$ cat src/logic/bpu_ras.sv
`timescale 1ns/100ps
/*
 * return address stack
 * upward-growing circular stack, push wins over pop,
 * overflow overwrites the oldest entry
 */
module bpu_ras #(
    parameter int  DEPTH = 8,
    localparam int PTR_W = $clog2(DEPTH)
) (
    input  logic        clk,
    input  logic        rst,
    input  logic        push_i,
    input  logic [31:0] push_addr_i, // return address, call pc + 4
    input  logic        pop_i,
    output logic [31:0] top_o
);

    logic [31:0]      stack_q [DEPTH];
    logic [PTR_W-1:0] top_ptr_q; // current top
    logic [PTR_W-1:0] wr_ptr_q;  // slot above the top

    always_ff @(posedge clk) begin
        if (push_i) begin
            stack_q[wr_ptr_q] <= push_addr_i;
        end
    end

    always_ff @(posedge clk) begin
        if (rst) begin
            top_ptr_q <= '1; // empty
            wr_ptr_q  <= '0;
        end else if (push_i) begin
            top_ptr_q <= wr_ptr_q;
            wr_ptr_q  <= wr_ptr_q + 1'b1; // wraps onto oldest
        end else if (pop_i) begin
            wr_ptr_q  <= top_ptr_q;
            top_ptr_q <= top_ptr_q - 1'b1;
        end
    end

    assign top_o = stack_q[top_ptr_q]; // combinational to the pc logic

endmodule

$ cat config.mk
export PLATFORM = sky130hd
export DESIGN_NAME = bpu_ras
export DESIGN_NICKNAME = d
export VERILOG_FILES = /design/src/logic/bpu_ras.sv
export SDC_FILE = /design/constraint.sdc
export NUM_CORES = 1
export LEC_CHECK = 0
export ABC_AREA = 1
export BUFFER_PORTS_ARGS = -buffer_cell sky130_fd_sc_hd__buf_2
export CAP_MARGIN = 0
export CORE_MARGIN = 1.5
export CORE_UTILIZATION = 50
export CTS_BUF_LIST = sky130_fd_sc_hd__clkbuf_4 sky130_fd_sc_hd__clkbuf_8 sky130_fd_sc_hd__clkbuf_16
export CTS_CLUSTER_SIZE = 25
export DETAILED_ROUTE_END_ITERATION = 12
export GPL_ROUTABILITY_DRIVEN = 1
export PLACE_DENSITY_LB_ADDON = 0.3
export SETUP_SLACK_MARGIN = 0.2
export SLEW_MARGIN = 20
export SYNTH_ARGS = -nofsm -noshare
export SYNTH_HDL_FRONTEND = slang
export SYNTH_SLANG_ARGS = --single-unit
$ cat constraint.sdc
create_clock -name clk -period 3.62 [get_ports clk]
set_clock_uncertainty 0.2 [all_clocks]
set_input_delay 0.181 -clock clk [delete_from_list [all_inputs] [get_ports clk]]
set_output_delay 0.181 -clock clk [all_outputs]
set_load 0.01 [all_outputs]
== Word level (Yosys, flattened, before mapping) ==
Memory sizes are Yosys's and may differ from the RTL's. A register that Yosys moved wholly into a read port is not among the register bits.
Index checks and enable logic that the tools add are counted.

* Flip-flop bits (word level): 6
* RAM bits: 256
* Output and inout port bits: 32
* Word-level logic and storage cells: 14
* Memories kept: 1

{| class="wikitable"
|+ Memories
! memory !! depth !! bits a word !! read ports !! clocked after memory_dff !! write ports !! line !! RTL
|-
| stack_q || 8 || 32 || 1 || 1 || 1 || 19 || <nowiki>logic [31:0] stack_q [DEPTH];</nowiki>
|}

* $add $sub $neg: 2
* Mux-type cells: 8
* Reductions and logical operators: 1

{| class="wikitable"
|+ Operators with widths
! kind !! count
|-
| 3-bit two-way mux || 6
|-
| 3-bit by 1-bit adder with 3-bit output (second input constant) || 1
|-
| 3-bit by 1-bit subtractor with 3-bit output (second input constant) || 1
|-
| 1-bit two-way mux || 2
|-
| 2-bit nonzero test || 1
|}

== Depth between registers and ports, before layout ==
* Depth in word-level cells: 5
* Gate-level depth with buffers: 8

== Worst setup path after synthesis ==
Ideal clock, no wire load.

* Kind: input-to-reg
* From: in push_i
* To: mem stack_q[0][0], enable pin
* Library setup time: 421 ps
* Arrival time: 2052 ps
* Required time: 2999 ps
* Path slack: 948 ps
* Stages on the path: 4
* Buffers on the path: 1
* Cells stage by stage: buf_2 -> inv_1 -> or2_2 -> nor2_1

* Longest elaborated chain between the ends: 2

{| class="wikitable"
|+ RTL lines
! what !! line !! RTL
|-
| start, declared || 13 || <nowiki>input logic push_i,</nowiki>
|-
| 1-bit two-way mux || 24 || <nowiki>if (push_i) begin</nowiki>
|-
| 1-bit two-way mux (not written as such) || 25 || <nowiki>stack_q[wr_ptr_q] <= push_addr_i;</nowiki>
|-
| end, declared || 19 ||
|}

No other way between the ends.

==> impl_summary.md <==
Run status
The run finished with clean final reports.

Setup path
The endpoint kind of the worst setup timing path is an output port. The longest individual stage delay on the worst path is roughly 0.64 ns. Among the stages of the critical path, the cell type that occurs most often is sky130_fd_sc_hd__nand2_1.

Of all nets on the critical path, the largest fanout is 39. Counting both buffers and inverters, the worst setup path holds a total of 3. Walking the worst path, the cells encountered are inv_2, buf_4, nand3_1, nand2_1, nand2_1, nand2_1, buf_2. The worst setup path is of the flop to output port kind. Among all stages on the critical path, the largest delay is contributed by sky130_fd_sc_hd__inv_2. The worst endpoint data arrival time is 2.37 ns. The required time reported for the critical path endpoint is ~3.2 ns. Grouping stages by cell kind, the critical path spends the most delay in buffers and inverters. The sort of element at the start of the critical path is a flop. The startpoint identified for the worst register-to-register timing path is wr_ptr_q[0]$_SDFFE_PP0N_.

Clocking
The clock tree buffer depth is 3. The clock root buffer master is sky130_fd_sc_hd__clkbuf_16. The number of gates resized after CTS is 0. After clock tree synthesis, the clock-pin slew on the worst setup and hold paths is ~0.06 ns. The count of H-tree levels built during CTS is 1. The number of buffers added for setup after CTS is 0. The sink count of the clock tree is approximately 270. The clock latency on the worst-skew pair is between 0.5 and 0.6 ns. The total of hold buffers inserted after clock tree synthesis is 37. The number of CTS-inserted buffers is 28.

TritonCTS built the clock tree.

Routing
Across all layers, the routed design uses 7616 vias. In the routed design, unresolved DRC markers number 0. The overall routed net length is 23900 um. In the final routed layout, each cell accounts on average for 15.11 um. The initial DRC count is just under 500. The detail route stage leaves a number of antenna-violating nets equal to 0. The number of search-and-repair iterations in the first detailed-routing pass is 4. The post-detailed-route via-to-cell ratio is just under 5.

Min path
The worst hold path belongs to the class input pin to flop. The startpoint of the worst hold path is push_addr_i[11].

Timing
The fraction of the cycle the final worst path needs is roughly three quarters. Setup total negative slack on the finished layout was measured at 0 ns. At the pin with the least slew margin, the transition time is roughly 0.93 ns. Headroom to the max-slew limit came out at a little under two fifths. Setup repair after global routing left no endpoint under its margin. Based on the critical path, the design can be clocked at up to 363.7 MHz. Setup violations remaining at the end of the flow were counted as 0.

After layout, the worst setup slack is ~0.87 ns. The worst path needs 2.749 ns of the cycle, external delays included. The count of final max-slew check failures is 0. The number of hold violations in the final report is 0.

Finish
With fillers left out, the area of the finished cells amounts to approximately 0.013 mm^2. The number of nets in the layout is about 1300. The top cell types in the final layout, fill and taps aside, are sky130_fd_sc_hd__nand2_1 (432), sky130_fd_sc_hd__inv_1 (267), sky130_fd_sc_hd__edfxtp_1 (256). From synthesis to final layout, the design area changed by 16.31%. 0 antenna diodes ended up in the layout. The most common library cell in the layout ignoring fill and taps is sky130_fd_sc_hd__nand2_1. The proportion of layout cells with a drive suffix above 1 is a little under an eighth.

Global routing
Global routing finished with a remaining overflow of 0. The first global-routing pass estimated ~38000 um of wire. The overall global routing resource usage is 20.12%. The number of antenna violations at the first check in global routing came to 0.

The via count of the first global-routing pass came to roughly 7400. The largest net degree at the start of global routing is approximately 130.

Power and ir drop
The power density of the placed cells is around 530 mW/mm^2. The switching share of power is between 20% and 30%. Summed over all cells, the static leakage comes to 0.006279 uW. The largest vdd supply drop is roughly 0.37 mV. The sequential share of power is between 40% and 50%.

The internal portion of the total power is approximately 5400 uW. Overall power consumption after layout is estimated at between 7000 and 8000 uW. For this design the total switching power over the nets is approximately 1700 uW.

The clock network is responsible for between 30 and 40% of the overall power. The combinational group share of total power is around 11%.

Synth
In the synthesized netlist, the number of instances is 1170. The number of distinct standard cells referenced by the synthesized netlist is 19. Of all cell types, the one taking the most synthesized area is sky130_fd_sc_hd__edfxtp_1.

The post-synth net total is around 1200. After synthesis the netlist holds a flip-flop and latch count of approximately 270. The share of the yosys chip area belonging to registers is 67.81%. In this run the biggest area consumer among cell types represents roughly 66% of the synthesized area. The synthesized area is ~0.012 mm^2. Yosys printed 0 warnings.

The post-synthesis area per instance is a little under 10 um^2. In the post-synthesis netlist, the biggest area contributors are sky130_fd_sc_hd__edfxtp_1 (66%), sky130_fd_sc_hd__nand2_1 (14%), sky130_fd_sc_hd__inv_1 (8.6%).

Floorplanning
The initial core utilization is about 51%. The floorplan has 55 rows. The core outline area is ~0.023 mm^2. The die boundary height is ~160 um. The floorplan step defined a die boundary enclosing 0.02413 mm^2. The floorplan step set the die width to between 150 and 200 um. The count of boundary I/O pins is just under 70.

Placed design
In this run the cell area measured after placement is around 0.012 mm^2. The count of buffers inserted at the top-level ports is between 60 and 70. Before CTS, the worst setup slack after placement is 1.379 ns. The global placement routability congestion is ~0.75.

After legalization and detailed placement, the total HPWL measured 13100 um.

Job
Across the run, the number of max-cap violations was 0.
[worst reg2reg max path: stages, from the launching register on]
cell and delay, ns:
sky130_fd_sc_hd__dfxtp_1 0.36, sky130_fd_sc_hd__nand2_1 0.25, sky130_fd_sc_hd__nor2_4 0.70, sky130_fd_sc_hd__buf_4 0.34
[per-layer routing]
metal	vias up	part of all wire, %	GRT usage (%)	routed length [um]
li1	3839	-	-	-
met5	-	0	0	0
met2	207	49	34.89	11620
met3	40	6.1	3.287	1456
met1	3530	43	26.00	10320
met4	0	2.1	6.395	502
[Yosys cell counts]
| library cell | n |
|---|---|
| sky130_fd_sc_hd__nand2_1 | 432 |
| sky130_fd_sc_hd__inv_1 | 267 |
| sky130_fd_sc_hd__edfxtp_1 | 256 |
| sky130_fd_sc_hd__nand3_1 | 130 |
| sky130_fd_sc_hd__buf_2 | 21 |
| sky130_fd_sc_hd__nor2_1 | 12 |
| sky130_fd_sc_hd__buf_6 | 11 |
| sky130_fd_sc_hd__dfxtp_1 | 9 |
| sky130_fd_sc_hd__buf_4 | 6 |
| sky130_fd_sc_hd__clkbuf_1 | 6 |
| sky130_fd_sc_hd__buf_1 | 5 |
| sky130_fd_sc_hd__a21oi_1 | 3 |
| sky130_fd_sc_hd__ha_1 | 2 |
| sky130_fd_sc_hd__inv_2 | 2 |
| sky130_fd_sc_hd__o211ai_1 | 2 |
| sky130_fd_sc_hd__o21ai_0 | 2 |
| sky130_fd_sc_hd__or2_2 | 2 |
| sky130_fd_sc_hd__a31oi_1 | 1 |
| sky130_fd_sc_hd__xnor2_1 | 1 |
[final timing paths]
| check | end | slack, ns | depth (start not counted) |
|---|---|---|---|
| setup reg to reg | stack_q[1][13]$_DFFE_PP_ | 1.47 | 3 |
| hold reg to reg | wr_ptr_q[0]$_SDFFE_PP0N_ | 0.33 | 2 |
| hold / removal | stack_q[5][11]$_DFFE_PP_ | 0.26 | 2 |
| setup / recovery | top_o[17] | 0.87 | 7 |
[flip-flops by register name (all words and copies together) (netlist names), named ones only]
signal,flops
top_ptr_q,3
wr_ptr_q,3
stack_q,256
[stage by stage]
step | hold slack (ns) | instances | utilization, %
2_1_floorplan | 0.05007 | 1170 | -
3_3_place_gp | 0.1923 | 1492 | 53.72
3_5_place_dp | 0.1926 | 1492 | 53.72
4_1_cts | 0.2380 | 1581 | 59.42
5_1_grt | 0.2599 | 1581 | 59.42
6_report | 0.2588 | 1581 | 59.42
[area by class of cell]
cell class,instances,area (um^2)
inverter,269,1011
clock buffer,37,792.0
timing repair buffer,123,860.8
multi-input combinational,587,2470
clock inverter,15,131.4
fill,1825,9215
tap,285,356.6
sequential,265,7873
[power by group through the flow]
| stage | combinational [uW] | clock, uW | sequential [uW] |
|---|---|---|---|
| 4_1_cts | 809 | 2870 | 3490 |
| 5_1_grt | 895 | 2990 | 3500 |
| 2_1_floorplan | 508 | 0 | 3560 |
| 3_3_place_gp | 759 | 0 | 3550 |
| 6_report | 797 | 2840 | 3490 |
| 3_5_place_dp | 773 | 0 | 3560 |
[cell families (layout without fill, tap and decap cells)]
logic type	Yosys count	after routing	share of synthesized area [%]
and+or+nand+nor	576	576	20.08
buffers and inverters	318	444	11.42
DFF	265	265	67.81
AOI/OAI and AO/OA	8	8	0.3990
adders and majority gates	2	2	0.2156
xor gates and xnor gates	1	1	0.07550
No activity file was read; power rests on OpenSTA's default activity.
