File: src/logic/fetch_if_pkg.sv
/*
 * fetch interface types
 * branch kinds, the backend training record, the per-slot prediction
 * and the two-slot fetch packet handed to the fetch pipeline
 */
package fetch_if_pkg;

    // branch kind as stored in the btb and reported by the backend
    typedef enum logic [1:0] {
        br_normal = 2'b00, // conditional
        br_jump   = 2'b01, // direct or indirect jump
        br_call   = 2'b10,
        br_ret    = 2'b11
    } br_type_e;

    // one training record from the backend
    typedef struct packed {
        logic        update;    // record is live this cycle
        logic [31:0] pc;        // pc[2] picks the bank
        logic [31:0] target_pc;
        br_type_e    br_type;
        logic        is_branch;
        logic        taken;     // resolved direction
        logic [3:0]  history;   // local history seen at predict time
        logic [1:0]  scnt;      // counter seen at predict time
        logic        type_miss; // fresh entry, history restarts
    } correct_info_t;

    typedef struct packed {
        logic [31:0] target_pc;   // btb target or ras top
        logic [31:0] next_pc;     // fall-through when not taken
        br_type_e    br_type;
        logic        is_branch;   // btb hit
        logic        taken;
        logic [1:0]  scnt;
        logic [3:0]  history;
        logic        need_update; // btb miss
    } predict_info_t;

    typedef struct packed {
        logic [31:0]         pc;   // 8-byte packet, pc[2] set means slot 1 only
        logic [1:0]          mask; // slot valid
        predict_info_t [1:0] pred;
    } fetch_pkt_t;

endpackage

File: src/logic/bpu_dir_pred.sv
`timescale 1ns/100ps
/*
 * local-history direction predictor
 * per slot a history table indexed like the btb feeds a table of
 * 2-bit saturating counters indexed by {history, pc bits};
 * corrections update both, init mode writes zeros
 */
module bpu_dir_pred #(
    parameter int  HIST_LEN = 4,
    parameter int  PC_BITS  = 4,
    parameter int  DEPTH    = 64,
    localparam int IDX_W    = $clog2(DEPTH),
    localparam int PAT_W    = HIST_LEN + PC_BITS
) (
    input  logic                        clk,
    input  logic [IDX_W-1:0]            raddr_i,    // same index as the btb read
    input  logic [31:0]                 fetch_pc_i, // pc_q
    input  logic [1:0]                  upd_we_i,
    input  logic [IDX_W-1:0]            upd_addr_i,
    input  fetch_if_pkg::correct_info_t correct_i,
    input  logic                        init_i,     // clear sweep running
    output logic [1:0][HIST_LEN-1:0]    history_o,
    output logic [1:0][1:0]             scnt_o
);

    logic [IDX_W-1:0]    raddr_q;
    logic [HIST_LEN-1:0] hist_wdata;
    logic [1:0]          scnt_wdata;
    logic [PAT_W-1:0]    pat_waddr;

    // saturating step toward the resolved direction
    function automatic logic [1:0] next_scnt(input logic [1:0] cur, input logic taken);
        if (taken) begin
            return (cur == 2'b11) ? cur : cur + 2'd1;
        end
        return (cur == 2'b00) ? cur : cur - 2'd1;
    endfunction

    always_ff @(posedge clk) begin
        raddr_q <= raddr_i; // history read lines up with pc_q
    end

    always_comb begin
        if (init_i) begin
            hist_wdata = '0;
        end else if (correct_i.type_miss) begin
            hist_wdata = {HIST_LEN{correct_i.taken}}; // new entry, fill with outcome
        end else begin
            hist_wdata = {correct_i.history[HIST_LEN-2:0], correct_i.taken};
        end
    end

    assign scnt_wdata = init_i ? 2'b00 : next_scnt(correct_i.scnt, correct_i.taken);
    // counter written where it was read at predict time
    assign pat_waddr  = {correct_i.history[HIST_LEN-1:0], correct_i.pc[PC_BITS+2:3]};

    for (genvar b = 0; b < 2; b++) begin : g_bank
        logic [HIST_LEN-1:0] bht [DEPTH];
        logic [1:0]          pht [2**PAT_W];
        logic [PAT_W-1:0]    pat_raddr;

        always_ff @(posedge clk) begin
            if (upd_we_i[b]) begin
                bht[upd_addr_i] <= hist_wdata;
                pht[pat_waddr]  <= scnt_wdata;
            end
        end

        assign history_o[b] = bht[raddr_q];
        assign pat_raddr    = {history_o[b], fetch_pc_i[PC_BITS+2:3]}; // both slots share pc bits
        assign scnt_o[b]    = pht[pat_raddr];
    end

endmodule

File: config.mk
export PLATFORM = sky130hd
export DESIGN_NAME = bpu_dir_pred
export DESIGN_NICKNAME = d
export VERILOG_FILES = /design/src/logic/fetch_if_pkg.sv /design/src/logic/bpu_dir_pred.sv
export SDC_FILE = /design/constraint.sdc
export NUM_CORES = 2
export LEC_CHECK = 0
export ABC_CLOCK_PERIOD_IN_PS = 54800
export BUFFER_PORTS_ARGS = -buffer_cell sky130_fd_sc_hd__buf_2
export CAP_MARGIN = 20
export CORE_ASPECT_RATIO = 1.1
export CORE_MARGIN = 3
export CORE_UTILIZATION = 55
export DETAILED_ROUTE_END_ITERATION = 6
export HOLD_SLACK_MARGIN = 0.05
export PLACE_DENSITY = 0.71
export SLEW_MARGIN = 15
export SYNTH_ARGS = -nofsm -noshare
export SYNTH_HDL_FRONTEND = slang
export SYNTH_SLANG_ARGS = --single-unit
File: constraint.sdc
create_clock -name clk -period 54.8 [get_ports clk]
set_input_delay 10.96 -clock clk [delete_from_list [all_inputs] [get_ports clk]]
set_output_delay 10.96 -clock clk [all_outputs]
set_load 0.02 [all_outputs]
# --- After elaboration in Yosys (flattened, before gate mapping) ---
# Memories as Yosys holds them, arrays and structs flattened. A register that Yosys moved wholly into a read port is not among the register bits.
# Index checks and enable logic that the tools add are counted.
word_totals:
  rom_bits: 0
  register_bits: 0
  mem_count: 4
  out_inout_bits: 12
  word_cells: 20
  latchBits: 0
  input_bits: 124
  ramBits: 1536
mem_list:
  columns: ["memory", "depth", "width", "rd", "rd_clocked_by_memory_dff", "wr", "line", "text"]
  rows:
  - ["g_bank[0].pht", 256, 2, 1, 0, 1, "bpu_dir_pred.sv:59", "logic [1:0] pht [2**PAT_W];"]
  - ["g_bank[1].pht", 256, 2, 1, 0, 1, "bpu_dir_pred.sv:59", null]
  - ["g_bank[0].bht", 64, 4, 1, 1, 1, "bpu_dir_pred.sv:58", "logic [HIST_LEN-1:0] bht [DEPTH];"]
  - ["g_bank[1].bht", 64, 4, 1, 1, 1, "bpu_dir_pred.sv:58", null]
op_classes:
  reduce_logical: 1
  eq_ne: 1
  shift: 0
  n_lt_le_gt_ge: 0
  bitwise: 0
  n_mux: 12
  n_div: 0
  addsub: 2
  mul: 0
ops:
  columns: ["op", "n"]
  rows:
  - ["$mux 2", 5]
  - ["$mux 4", 2]
  - ["$mux 1", 5]
  - ["$add 2x1->2 const B", 1]
  - ["$eq 2x2->1 const B", 1]
  - ["$logic_not 2->1", 1]
  - ["$sub 2x1->2 const B", 1]

# --- Longest topological paths before layout ---
logic_depth:
  word_depth: 5
  depth_mapped: 13
  mapped_depth_nobuf: 7

# --- Least setup slack after synthesis ---
# OpenSTA, ideal clock, no wires.
synth_path:
  path_kind: "input to register"
  start: "in correct_i[1] (netlist name)"
  end: "mem g_bank[0].pht[0][0], data pin"
  required_time_ns: 51.842
  n_path_buf: 0
  slack_ns: 27.100
  arrival_ns: 24.742
  stages: 3
  setup_time_ns: 2.958
  cell_sequence: "inv_1 o21ai_0 a21oi_1"
synth_between:
  elab_chain_len: 5
  elab_cells_between_ends: 9
  cone_classes: "2 x add/sub; 1 x eq/ne; 5 x mux; 1 x reduce/logical"
synth_lines:
  columns: ["element", "line", "text"]
  rows:
  - ["start, declared", "bpu_dir_pred.sv:20", "input fetch_if_pkg::correct_info_t correct_i,"]
  - ["$add 2x1->2 / $eq 2x2->1 (equally long branches)", "bpu_dir_pred.sv:34", "return (cur == 2'b11) ? cur : cur + 2'd1;"]
  - ["$mux 2", "bpu_dir_pred.sv:34", null]
  - ["$mux 2", "bpu_dir_pred.sv:33", "if (taken) begin"]
  - ["$mux 2 (*)", "bpu_dir_pred.sv:36", "return (cur == 2'b00) ? cur : cur - 2'd1;"]
  - ["$mux 2 (*)", "bpu_dir_pred.sv:53", "assign scnt_wdata = init_i ? 2'b00 : next_scnt(correct_i.scnt, correct_i.taken);"]
  - ["via scnt_wdata[0]", "bpu_dir_pred.sv:28", "logic [1:0] scnt_wdata;"]
  - ["end, declared", "bpu_dir_pred.sv:59", null]
# Mark *: on every way through the listed nets, which the timed path passes. The rest lies on a longest branch. The select of a mux whose other input is x is not followed.

==> flow_metrics.tcl <==
set metrics [dict create \
    worst_hold_slack_ns 10.32 \
    yosys_warnings 0 \
    start_util 0.5564 \
    first_global_vias 31833 \
    vdd_drop_max_mv 0.02980 \
    tns_ns 0 \
    overflow 0 \
    fmax_mhz 37.76 \
    syn_inst 3127 \
    met2_length_um 70480 \
    power.leakage_nw 18.75 \
    cts_setup_buffers 0 \
    clkTransAtPathRegs_ns 0.06 \
    num_io_pins 136 \
    final_util 0.6151 \
    rsz0062_at_grt "no" \
    synth_area_sq_um 61940 \
    synth_fp_nets 3251 \
    synth_top_cell_area_share 0.7447 \
    crit_type "primary input to output pin" \
    gp_congestion 0.7915 \
    antenna_violating_nets_post_route 0 \
    drt-initial-drc-count 3670 \
    area_delta_synth_final_pct 10.54 \
    cts_resized 0 \
    status "finished, final reports clean" \
    coreArea_sq_um 111300 \
    final_layout_size_suffix_gt1_frac 0.2402 \
    clock_path_buffers 3 \
    maxCapViolations 0 \
    yosysMostFrequentCell "edfxtp_1" \
    fillers 7664 \
    tritoncts "done" \
    finalHoldViolations 0 \
    wl_met1_um 50360 \
    track_usage 0.2392 \
    htreeDepth 4 \
    ctsHoldBuffers 0 \
    yosysTopAreaCell "edfxtp_1" \
    p_total_mw 2.423 \
    route.met3.wl_um 11910 \
    synth_edf_count 1536 \
    p_per_area_nw_per_um2 35.39 \
    yosysSeqAreaShare 0.7467 \
    critPathRequiredTime_ns 43.84 \
    grt_pass1_wl_um 203300 \
    vias 30134 \
    slew_headroom 0.2753 \
    worstPathArrival_ns 15.52 \
    synthArstFlopShare 0 \
    finalCritPeriodShare 0.4832 \
    yosys.cell_types.count 39 \
    fp.dieArea_sq_um 116700 \
    synthTopCellsByCount "edfxtp_1 (1,536), nor2_1 (652), mux4_2 (453)" \
    port_buffers 43 \
    die_x_um 326.0 \
    ys_top_cells_by_area "edfxtp_1 (74%), mux4_2 (16%), nor2_1 (4.0%), clkbuf_1 (0.92%), mux2i_1 (0.87%)" \
    antenna_found_initial 7 \
    firstDrtPassIters 7 \
    ctsRootBufferMaster "clkbuf_16" \
    viasPerCell 6.319 \
    crit_fanout 114 \
    finalWirelength_um 137200 \
    ys.flop_type "edfxtp_1" \
    avgSynthCellArea_sq_um 19.81 \
    highest_layer "met5" \
    dieHeight_um 358.0 \
    cts_inserted_buffers 154 \
    hp-class "primary input to flip-flop" \
    tightest_slew_ns 1.087 \
    routedWlPerCell_um 28.78 \
    fp-row-count 128 \
    cts.sinks 1542 \
    period_needed_ns 26.48 \
    fin_nets 3280 \
    grt_max_degree 278 \
    finalSetupViolCount 0 \
    critPathLaunchType "primary input" \
    dp_hpwl_um 75600 \
    ys_seq_elements 1542 \
    drcViolationCount 0 \
    end_kind "output pin" \
    slew_viol_final 0 \
]
[flip-flops by register name, indices dropped and copies added (netlist names), named ones only]
| name | flops |
|---|---|
| g_bank.bht | 512 |
| g_bank.pht | 1024 |
[power breakdown]
part / leakage [nW] / total, mW / internal (mW) / switching, mW
Clock: 2.28 / 0.990 / 0.564 / 0.425
Combinational: 4.34 / 0.123 / 0.0436 / 0.0797
Sequential: 12.1 / 1.31 / 1.31 / 0.00331
[worst paths after layout]
path                     startpoint         to  slack [ns]  cells after the start
worst max-delay path  fetch_pc_i[4]  scnt_o[0]       28.32                      9
worst min-delay path     raddr_i[4]  flip-flop       10.32                      1
[cell type report]
class                           instances  area (sq um)  area share
Multi-Input combinational cell       1354         14830      0.2166
Antenna cell                            2         5.005  0.00007310
Tap cell                             1495          1871     0.02732
Inverter                               14         52.55   0.0007676
Timing Repair Buffer                   90         730.7     0.01067
Clock inverter                         83         609.3    0.008900
Sequential cell                      1542         46260      0.6756
Clock buffer                          189          4113     0.06007
[critical path, stage by stage]
cell	delay [ns]
buf_8	0.65
buf_4	0.83
buf_4	0.79
mux4_2	0.43
mux4_2	0.53
mux2i_1	0.22
mux2i_1	0.12
mux4_2	0.58
buf_2	0.20
[layout by cell type (no fill, tap or decap), types with 9 or more instances in the layout]
cell type / count
buf_2: 39
nand2_1: 57
mux4_1: 17
mux4_2: 453
nor2_1: 652
inv_1: 14
mux2i_1: 54
buf_4: 37
nor2b_1: 9
clkinv_1: 43
clkbuf_1: 29
clkbuf_16: 160
mux2_2: 14
clkinv_2: 17
edfxtp_1: 1536
[stage by stage]
stage                     instances  setup WS, ns  cell area, sq um
after floorplan                3127         27.10             61940
after global placement         4491         28.43             63630
after detailed placement       4491         28.26             63630
after CTS                      4763         28.25             68360
after global routing           4767         28.16             68460
final                          4769         28.32             68460
[per-layer routing]
layer | track usage | vias to the layer above
met5 | 0 | -
met4 | 0.08439 | 2
met3 | 0.05401 | 298
met2 | 0.4024 | 1366
met1 | 0.3117 | 15847
li1 | - | 12621
[logic make-up after synthesis]
group	count (synthesis)	share of synthesized area
flops	1542	0.7467
mux	538	0.1832
buf+inv	231	0.01634
compound gates	39	0.004242
simple gates	777	0.04955
Power figures use the tool's default switching activity.
